## config.mk

```make
export PLATFORM = sky130hd
export DESIGN_NAME = icache_lookup_stage
export DESIGN_NICKNAME = d
export VERILOG_FILES = /design/src/hw/icache_pkg.sv /design/src/hw/icache_lookup_stage.sv
export VERILOG_INCLUDE_DIRS = /design/src /design/src/hw
export SDC_FILE = /design/constraint.sdc
export NUM_CORES = 1
export LEC_CHECK = 0
export ABC_AREA = 1
export BUFFER_PORTS_ARGS = -buffer_cell sky130_fd_sc_hd__buf_4
export CAP_MARGIN = 20
export CORE_AREA = 2 2 272 274
export CTS_BUF_LIST = sky130_fd_sc_hd__clkbuf_8
export DETAILED_ROUTE_END_ITERATION = 8
export DIE_AREA = 0 0 274 276
export PLACE_DENSITY = 0.41
export SKIP_LAST_GASP = 1
export SYNTH_ARGS = -nofsm -noshare
export SYNTH_HDL_FRONTEND = slang
export SYNTH_SLANG_ARGS = --single-unit
export TNS_END_PERCENT = 100
```

## constraint.sdc

```tcl
create_clock -name clk -period 2.7 [get_ports clk]
set_clock_uncertainty 0.1 [all_clocks]
set_input_delay 0.405 -clock clk [delete_from_list [all_inputs] [get_ports clk]]
set_output_delay 0.405 -clock clk [all_outputs]
set_load 0.03 [all_outputs]
```

## src/hw/icache_macros.svh

```systemverilog
`ifndef ICACHE_MACROS_SVH
`define ICACHE_MACROS_SVH

// address split into tag, index and byte offset
`define ICACHE_TAG_W     19
`define ICACHE_INDEX_W   8
`define ICACHE_OFFSET_W  5

`define ICACHE_WORDS     8     // 32-bit words per line
`define ICACHE_SETS      256

// rd_type encodings on the memory bus
`define RD_TYPE_WORD     2
`define RD_TYPE_LINE     7

`endif

```

## src/hw/icache_pkg.sv

```systemverilog
`include "icache_macros.svh"

package icache_pkg;

    typedef struct packed {
        logic [`ICACHE_TAG_W-1:0]    tag;
        logic [`ICACHE_INDEX_W-1:0]  index;
        logic [`ICACHE_OFFSET_W-1:0] offset;
        logic                        uncached;  // bypass the arrays
    } cpu_req_t;

    typedef struct packed {
        logic [`ICACHE_TAG_W-1:0] tag;
        logic                     valid;
    } tag_entry_t;

    // word 0 sits in the low 32 bits
    typedef logic [`ICACHE_WORDS-1:0][31:0] line_t;

    typedef struct packed {
        cpu_req_t   req;
        logic [1:0] way_valid;  // valid bits seen in lookup
    } miss_req_t;

    typedef struct packed {
        logic        valid;
        logic [31:0] data;
    } fill_resp_t;

    typedef struct packed {
        logic                       we0;
        logic                       we1;
        logic [`ICACHE_INDEX_W-1:0] index;
        tag_entry_t                 tag;
        line_t                      line;
    } array_wr_t;

endpackage

```

## src/hw/icache_lookup_stage.sv

```systemverilog
`timescale 1ns/1ps
`include "icache_macros.svh"

module icache_lookup_stage (
    input  logic                       clk,
    input  logic                       reset,
    input  logic                       valid,
    input  icache_pkg::cpu_req_t       req,
    input  icache_pkg::tag_entry_t     tag0,
    input  icache_pkg::tag_entry_t     tag1,
    input  icache_pkg::line_t          line0,
    input  icache_pkg::line_t          line1,
    input  logic                       busy,
    input  icache_pkg::fill_resp_t     fill,
    output logic                       addr_ok,
    output logic                       data_ok,
    output logic [31:0]                rdata,
    output logic [`ICACHE_INDEX_W-1:0] rd_index,
    output logic                       miss_valid,
    output icache_pkg::miss_req_t      miss
);
    import icache_pkg::*;

    localparam int WORD_W = $clog2(`ICACHE_WORDS);

    cpu_req_t          req_q;
    logic              lookup_valid;
    logic              accept;
    logic              hit0;
    logic              hit1;
    logic              hit;
    logic [WORD_W-1:0] word_sel;
    logic [31:0]       hit_word;

    assign accept = valid && addr_ok;

    // array index follows the new request, else holds
    assign rd_index = accept ? req.index : req_q.index;

    assign word_sel = req_q.offset[`ICACHE_OFFSET_W-1:2];

    assign hit0 = tag0.valid && (tag0.tag == req_q.tag);
    assign hit1 = tag1.valid && (tag1.tag == req_q.tag);
    assign hit  = lookup_valid && !req_q.uncached && (hit0 || hit1);

    assign hit_word = hit1 ? line1[word_sel] : line0[word_sel];

    // uncached always goes to the bus
    assign miss_valid = lookup_valid && !hit;
    assign miss       = '{req: req_q, way_valid: {tag1.valid, tag0.valid}};

    // stalls from the miss cycle until refill drops busy
    assign addr_ok = !miss_valid && !busy;

    assign data_ok = hit || fill.valid;
    assign rdata   = fill.valid ? fill.data : hit_word;

    always_ff @(posedge clk) begin
        if (reset) begin
            lookup_valid <= 1'b0;
        end else begin
            lookup_valid <= accept;
        end
    end

    always_ff @(posedge clk) begin
        if (accept) begin
            req_q <= req;
        end
    end

endmodule

```

Yosys cells after proc, flatten, opt, wreduce, memory -nomap -nowiden. Cells that the tools add are included.

Bits in registers: 34. Latch bits: 0. Memory bits (writable): 0. Memory bits (read-only): 0. Bits of input ports: 622. Output and inout port bits: 78. Memories: 0.

Add/subtract/negate cells: 0. Multiply operators: 0. Divide/modulo/power cells: 0. Order comparisons: 1. Equal/unequal tests: 2. Shifts and indexed selects: 0. Mux-type cells: 7. Bitwise logic cells: 0. Reduce and logical (&&, ||, !) cells: 13.

Operators by type and width (count): $bmux W32 S3 (2); $mux W32 (4); $eq A19 B19 Y1 (2); $mux W8 (1); $logic_and A1 B1 Y1 (7); $logic_not A1 Y1 (4); $lt A3 B4 Y1 const B (1); $logic_or A1 B1 Y1 (2).

Logic depth before layout (Yosys ltp). Gate-level depths: netlist of run 1.

Word-level depth: 10. Depth in mapped cells: 13. Mapped depth without buffers: 13.

Least setup slack after synthesis of run 1. No wires, ideal clock.

Path kind: reg2reg. From: register req_q (netlist bit miss[31]). To: register req_q (netlist bit miss[10]), enable pin. Setup time: 0.388 ns. Data arrival time: 2.160 ns. Data required time: 2.212 ns. Slack: 0.052 ns. Stages on the path, launching flop included: 13. Path buffers: 0. Clock period less this slack: 2.648 ns. Cells stage by stage: edfxtp_1 > inv_1 > nand2_1 > o21ai_0 > nor2_1 > nand2_1 > nor2_1 > nand3_1 > nand2_1 > nand2_1 > nand2_1 > nand3_1 > inv_1.

Longest elaborated chain between the ends: 9. Elaborated cells between the ends (all ways): 11. Classes of those cells: eq/ne: 2; reduce/logical: 9.

RTL lines: start, declared (line icache_lookup_stage.sv:26) `cpu_req_t req_q;`; start signal, assigned (line icache_lookup_stage.sv:68) `req_q <= req;`; $eq A19 B19 Y1, on equally long branches (line icache_lookup_stage.sv:42, icache_lookup_stage.sv:43); $logic_and A1 B1 Y1, on equally long branches (line icache_lookup_stage.sv:42, icache_lookup_stage.sv:43); $logic_or A1 B1 Y1 * (line icache_lookup_stage.sv:44) `assign hit = lookup_valid && !req_q.uncached && (hit0 || hit1);`; $logic_and A1 B1 Y1 * (line icache_lookup_stage.sv:44); $logic_not A1 Y1 * (line icache_lookup_stage.sv:49) `assign miss_valid = lookup_valid && !hit;`; $logic_and A1 B1 Y1 * (line icache_lookup_stage.sv:49); $logic_not A1 Y1 * (line icache_lookup_stage.sv:53) `assign addr_ok = !miss_valid && !busy;`; $logic_and A1 B1 Y1 * (line icache_lookup_stage.sv:53); $logic_and A1 B1 Y1 * (line icache_lookup_stage.sv:35) `assign accept = valid && addr_ok;`; via accept (line icache_lookup_stage.sv:28) `logic accept;`.

Mark *: on every way through the listed nets, which the timed path passes. The rest lies on a longest branch. A chain may end at the register's enable or synchronous reset.

Worst setup path after layout of run 1.
From: register req_q (netlist bit miss[5]). To: output port rdata[24].

Longest elaborated chain between the ends: 4. Elaborated cells between the ends (all ways): 6. Classes of those cells: mux: 6.

RTL lines: $bmux W32 S3 (line icache_lookup_stage.sv:46) `assign hit_word = hit1 ? line1[word_sel] : line0[word_sel];`; $mux W32 (not written as such) (line icache_lookup_stage.sv:46); $mux W32 * (line icache_lookup_stage.sv:46); $mux W32 * (line icache_lookup_stage.sv:56) `assign rdata = fill.valid ? fill.data : hit_word;`; end, declared (line icache_lookup_stage.sv:17) `output logic [31:0] rdata,`.

Every way passes the cells marked *; elsewhere a longest branch is shown, timed or not. The select of a mux whose other input is x is not followed.

==> flow_results.org, run 1 <==
** Timing
- Setup violations remaining at the end of the flow were counted as 41.
- Maximum clock frequency :: 0.3358 GHz
- The hold violation count in the final report is 0.
- Share of the clock period used by the worst path :: 110.3%
- The worst pin sits at a relative slew slack of 63.94%.
- Once routing completed, OpenROAD measured the worst setup slack at -0.2775 ns.
- Worst-Margin Slew :: 0.5352 ns
- Setup repair after global routing could not meet its margin everywhere.
- The final count of pins violating max slew is 0.
- Counting I/O delays and the setup requirement, the final critical path takes 2.978 ns.

** Critical path
- Sequence of cells on the critical path :: buf_6 > clkbuf_16 > clkinv_16 > buf_4 > clkbuf_16 > nor2_1 > o21ai_0 > nand2_1 > a21oi_2 > nor2_2 > a21oi_1 > buf_4
- Required time at the endpoint of the critical path :: 2.19 ns
- Library cell contributing the largest single delay on the critical path :: edfxtp_1
- Largest incremental delay on the critical path :: 0.38 ns
- WP buf/inv :: 6
- Among cell families on the critical path, the largest total delay comes from buffers and inverters.
- By startpoint and endpoint, the worst setup path is classified as flop to primary output.
- Data on the critical path arrives at its endpoint at 2.47 ns.
- STA classifies the critical path endpoint as a primary output.
- Highest net fanout along the worst path :: 9
- The worst setup path is launched from a flop.

** Floorplan
- The die is 274 um wide.
- Core ar. :: 72590 sq um
- Boundary Pins :: 700
- Site row count :: 99
- The die covers 75620 sq um.
- Initial Util :: 9.410%
- Die height :: 276 um

** Clocking
- After clock tree synthesis, the flow added hold-fix buffers numbering 0.
- TritonCTS built the clock tree.
- Maximum clock insertion buffer count :: 2
- CTS Buf Count :: 5
- In this run the clock root is driven by a clkbuf_8.
- Worst-Skew Late Latency :: 0.31 ns
- H-tree levels :: 2
- Count of clock tree sinks :: 34
- Post-CTS clock slew at the launch and capture registers of the worst setup and hold paths :: 0.08 ns

** Yosys
- Mean instance size in the synthesized netlist :: 5.631 sq um
- Yosys printed 0 warnings.
- Counting flops and latches in the post-synthesis netlist gives 34.
- The cell area that synthesis handed to floorplanning was 6830 sq um.
- Distinct cell type count of the synthesized netlist :: 22
- The number of nets in the synthesized netlist is 1835.
- Summing the sequential cell areas from Yosys gives 14.80% of the chip area.
- After technology mapping, the gate count stands at 1213.

** Placement
- IO Port Bufs :: 699
- Summed over all nets, the half-perimeter wirelength after detailed placement is 53660 um.
- Summing all placed instances gives a cell area of 13960 sq um.
- Placer's final routability congestion estimate :: 0.9130
- Minimum setup slack after placement :: -0.3404 ns

** Detailed routing
- Uppermost metal layer occupied by signal nets :: met5
- Once detail routing completed, the nets flagged for antenna violations numbered 0.
- In the routed design, unresolved DRC markers number 0.
- The detailed router put a total of 25040 um of wire on met1.
- Sum of met3 wire segment lengths after detailed routing :: 4863 um
- After detailed routing, the total wire length is 69580 um.
- After the first detailed-routing iteration, the DRC count stood at 604.
- In the routed layout, each cell is associated on average with a via count of 4.129.
- The pre-antenna-repair detailed-routing pass consisted of 5 iterations.
- In the final routed layout, each cell accounts on average for 23.37 um.
- Summing over every cut layer, the via total after detailed routing is 12.29k.
- After detailed routing, the met2 layer carries 36680 um of wire.

** Pwr
- Worst VDD drop :: 160.1 uV
- Static leakage :: 0.007600 uW
- Power spread over the standard cell area amounts to 210.1 nW/um^2.

** Hold path
- Worst hold path class :: primary input to flop

** Finish
- Area grow syn2layout :: 141.0%
- Final #Nets :: 2634
- Utilization of the core after routing :: 22.68%
- Post-route standard cell area excluding fillers :: 16460 sq um
- Proportion of layout cells with a drive suffix above 1 :: 54.64%
- After filler insertion, the fill cell instance count of the layout stands at 8320.

** Status
- The final reports fail on negative setup slack.
- Status :: complete, but fails checks

** Global route
- Via count of the first global-routing pass :: 12.74k
- Entering global routing, the biggest net connects 73 pins.
- Global routing used 16.08% of the available tracks across all layers.
- The first global-routing pass estimated 88130 um of wire.
- For this run the aggregate overflow at the end of global routing stands at 0.
- Antenna violations before repair :: 8

** Run
- Total of max-cap violations :: 0
area by class of cell:
cell class	instances	area (sq um)	share of cell area [%]
timing repair buffer	899	7913	48.06
multi-input combinational	1023	5995	36.41
tap	959	1200	7.288
sequential	34	1011	6.141
inverter	48	211.5	1.284
clock buffer	6	82.58	0.5016
timing repair inverter	1	30.03	0.1824
antenna	5	12.51	0.07600
clock inverter	2	8.758	0.05320
layout by cell type (no fill, tap or decap), types with 2 or more instances in the layout:
master,netlist,routed
inv_1,45,35
nand3_4,0,6
buf_6,5,64
edfxtp_1,33,33
nand3_2,0,8
o221ai_2,0,15
nor2_2,0,27
buf_16,0,11
clkbuf_16,0,17
clkinv_16,0,2
buf_8,1,9
nand2_4,0,6
o21ai_4,0,3
nand4_1,8,8
a21oi_2,0,38
o21ai_1,52,77
o21ai_2,0,12
nand2_2,0,38
a21oi_4,0,19
nor2_4,0,7
inv_2,2,9
clkinv_2,0,2
o221ai_1,64,49
mux2i_1,64,62
clkbuf_8,0,6
a21oi_1,64,7
diode_2,0,5
o21ai_0,211,171
nand3_1,35,21
nor2_1,346,312
buf_4,6,772
buf_12,4,25
xnor2_1,8,8
clkinv_1,1,2
nand2_1,171,127
through the flow:
step	TNS, ns	hold slack (ns)	instances	total power (uW)
final	-6.039	0.1466	2977	3460
after detailed placement	-5.822	0.4696	2894	2686
after floorplan	0	0.3774	1213	1370
after CTS	-8.547	0.1328	2926	3314
after global routing	-10.55	0.1503	2975	3654
after global placement	-6.276	0.4700	2894	2689
logic make-up after synthesis:
group           share of synthesized area (%)
mux                                     9.379
compound gates                          32.17
buf+inv                                 10.92
xor+xnor                                1.026
simple gates                            31.71
flops                                   14.80
repair_timing:
item,CTS,global route
pin swaps,55,83
cloned,10,19
setup endpoints to repair,69,76
resized for setup,228,161
buffers inserted,17,32
state kept, by name, summed over array words and instances, names as in the netlist:
name	flops
lookup_valid	1
miss	33
worst register-to-register path, delay by kind of cell (launching register included):
kind / cells / cell delay, ns
flops: 1 / 0.46
simple gates: 10 / 0.95
buf+inv: 5 / 0.79
synthesized netlist by cell type (all sizes together):
library cell  number  area share [%]
nand2            171             9.4
edfxtp            33              15
mux2i             64             9.4
nand3             35             2.6
clkinv             1           0.055
nor2             346              19
clkbuf            62             3.4
buf               46             4.9
dfxtp              1            0.29
xnor2              8             1.0
a21oi             64             4.7
nand4              8            0.73
o21ai            263              19
o221ai            64             8.2
inv               47             2.6
worst paths after layout:
kind | startpoint | cells after the start | slack (ns) | endpoint
setup / recovery | miss[5]$_DFFE_PP_ | 12 | -0.28 | rdata[24]
hold / removal | reset | 2 | 0.15 | lookup_valid$_SDFF_PP0_
setup reg to reg | miss[25]$_DFFE_PP_ | 15 | 0.13 | miss[15]$_DFFE_PP_
hold reg to reg | lookup_valid$_SDFF_PP0_ | 5 | 0.75 | lookup_valid$_SDFF_PP0_
report_power, final:
part	total [uW]	internal, uW	leakage, uW	switching (uW)
Combinational	2410	1220	0.00723	1190
Sequential	625	606	0.000316	19.4
Clock	427	203	0.0000524	225
Total	3460	2030	0.00760	1430
layer usage:
layer,vias to the layer above,GRT usage (%)
li1,5783,-
met1,5770,16.71
met2,635,31.62
met3,103,2.936
met4,2,5.588
met5,-,0
(Power assumes the default switching activity.)
==> run 2, diff against run 1 <==
--- a/config.mk
+++ b/config.mk
@@ -13,7 +13,7 @@
 export CTS_BUF_LIST = sky130_fd_sc_hd__clkbuf_8
 export DETAILED_ROUTE_END_ITERATION = 8
 export DIE_AREA = 0 0 274 276
-export PLACE_DENSITY = 0.41
+export HOLD_SLACK_MARGIN = 0.06
 export SKIP_LAST_GASP = 1
 export SYNTH_ARGS = -nofsm -noshare
 export SYNTH_HDL_FRONTEND = slang
==> flow_results.org, run 2 (synthesized netlist as in run 1, its figures left out) <==
** Hold path
- Endpoint, Worst Hold :: lookup_valid$_SDFF_PP0_
- Worst hold path depth :: 2
- The path class of the tightest hold or removal check is primary input to flop.
- Worst min-delay path startpoint :: reset

** Timing
- Min Hold Slack :: 0.1301 ns
- The final count of pins violating max slew was 0.
- Setup violators final :: 41
- Counting I/O delays and the setup requirement, the final critical path takes 2.966 ns.
- For the pin with the worst max-slew slack, the measured transition is 0.4931 ns.
- Post-layout worst setup margin :: -0.2661 ns
- Setup repair after global routing could not meet its margin everywhere.
- Hold Violations, Final :: 0
- Derived from the worst setup path, the maximum achievable clock frequency is 0.3371 GHz.
- Dividing the final minimum period by the clock period gives 109.9%.
- Max-slew headroom at the worst pin :: 66.78%

** Global route
- The via count of the first global-routing pass came to 12.05k.
- In the global route stage, met2 resource usage came out at 32.09%.
- GR peak layer :: met2
- The number of antenna violations at the first check in global routing came to 28.
- Entering global routing, the biggest net connects 46 pins.
- Met3 track utilization from global routing :: 3.735%
- Global Route met1 Usage :: 17.13%
- Global routing used 16.60% of the available tracks across all layers.
- The first global-routing pass estimated 89160 um of wire.
- Global routing finished with a remaining overflow of 0.

** Finish
- Leading cell types in the layout, fill and taps excluded :: buf_4 (747), nor2_1 (319), o21ai_0 (185), nand2_1 (133), o21ai_1 (65)
- Largest register FFs :: 33
- The library cell used most frequently in the layout, excluding fill and tap cells, is buf_4.
- Compared with the post-synthesis result, the final layout area differs by 128.6%.
- Cells with a size suffix above 1 make up 51.40% of the layout.
- After routing the design area is 15610 sq um.
- Final #Nets :: 2582

** Placement
- Placer's final routability congestion estimate :: 0.9322
- Port buffering added 699 buffers.
- HPWL after detailed placement :: 56080 um
- Once placement finished, the instance area stood at 13870 sq um.
- At the placement stage, the worst setup path has a slack of -0.5707 ns.

** Clocking
- The number of clock buffers added by TritonCTS is 5.
- After clock tree synthesis, the clock-pin slew on the worst setup and hold paths is 0.09 ns.
- Cell chosen for the clock root :: clkbuf_8
- H-tree levels :: 2
- TritonCTS built the clock tree.
- Count of clock tree sinks :: 34
- The clock passes through at most 2 buffers.
- For the worst-skew pair, the clock arrives at the later sink with an insertion delay of 0.32 ns.

** Pwr
- Worst VDD drop :: 180.8 uV
- Static leakage :: 0.007263 uW
- Cell Pwr Density :: 211.1 nW/um^2

** Status
- Violations in the final reports :: negative setup slack
- Status :: complete, but fails checks

** Critical path
- Classification of the worst setup path :: flop to primary output
- Library cell contributing the largest single delay on the critical path :: edfxtp_1
- R2R depth :: 14
- Critical R2R Capture :: miss[29]$_DFFE_PP_
- Worst reg2reg setup slack :: 0.19 ns
- STA puts the critical path data arrival time at 2.46 ns.
- Highest net fanout along the worst path :: 8
- In this run the critical register-to-register path is launched from miss[23]$_DFFE_PP_.
- The worst setup path is captured at a primary output.
- Startpoint type of the worst setup path :: flop
- STA puts the critical path data required time at 2.19 ns.
- Largest incremental delay on the critical path :: 0.44 ns
- Sequence of cells on the critical path :: buf_12 > buf_4 > clkbuf_16 > clkbuf_16 > mux2i_1 > o221ai_1 > nand3_1 > a21oi_1 > buf_4

** Floorplan
- For this configuration, the core starts out at a cell density of 9.410%.
- After floorplanning, the core was divided into 99 placement rows.
- Die Width :: 274 um
- Boundary Pins :: 700
- The core region is 72590 sq um.
- Floorplan die area :: 75620 sq um
- In this run the vertical extent of the chip is 276 um.

** Detailed routing
- Number of remaining DRC errors :: 0
- After detailed routing, the total wire length is 68510 um.
- Dividing the detail-routed wire length by the instance count gives 23.34 um.
- For this block, the initial DRC count from the detailed router was 650.
- Avg Vias per Cell :: 4.066
- In this run the remaining antenna-violating nets after routing total 0.
- Overall via count from detail_route :: 11.93k
- TritonRoute pass-1 iters :: 5

** Run
- Total of max-cap violations :: 0
run 2: through the flow:
step	util, %	TNS (ns)	power [uW]	cells
after CTS	20.42	-10.32	3219	2902
after floorplan	-	0	1370	1213
after global routing	21.50	-11.60	3489	2933
final	21.51	-6.679	3296	2935
after global placement	19.11	-10.60	2657	2880
after detailed placement	19.11	-7.018	2655	2880
run 2: area by class of cell:
cell class | count | area [sq um]
diodes | 15 | 37.54
clock buffers | 5 | 68.82
clock inverters | 3 | 12.51
fillers | 8284 | 56970
inverters | 48 | 207.7
multi-input cells | 1023 | 5734
flip-flops and latches | 34 | 1011
well taps | 959 | 1200
repair buffers | 848 | 7342
run 2: critical path: cells and delay by family (launching register included):
kind                   cells  cell delay (ns)
buffers and inverters      5             0.89
flip-flops                 1             0.44
AND/OR/NAND/NOR            1             0.26
AO/OA/AOI/OAI              2             0.41
multiplexers               1             0.12
run 2: how the worst max path moves through the flow:
stage	start	end	slack (ns)
floorplan	miss[31]$_DFFE_PP_	miss[10]$_DFFE_PP_	0.05
global placement	tag1[13]	rdata[31]	-0.61
detailed placement	tag1[13]	rdata[31]	-0.57
CTS	miss[31]$_DFFE_PP_	rdata[31]	-0.30
global route	miss[31]$_DFFE_PP_	rdata[31]	-0.35
finish	miss[5]$_DFFE_PP_	rdata[24]	-0.27
run 2: repair_timing:
item,4_1_cts,5_1_grt
buffers inserted,8,12
hold buffers,0,0
setup endpoints to repair,43,71
resized for setup,155,144
cloned,9,11
pin swaps,26,43
run 2: per-layer routing:
layer	part of all wire [%]	wire length (um)	up-vias
li1	-	-	5696
met1	35	24190	5550
met2	53	36330	588
met3	7.8	5353	85
met4	3.7	2554	14
met5	0.12	85	-
run 2: report_power, final:
part	internal [uW]	switching (uW)	leakage, uW	total (uW)
Clock	175	245	0.0000469	419
Sequential	606	20.6	0.000316	627
Combinational	1140	1110	0.00690	2250
Total	1920	1370	0.00726	3300
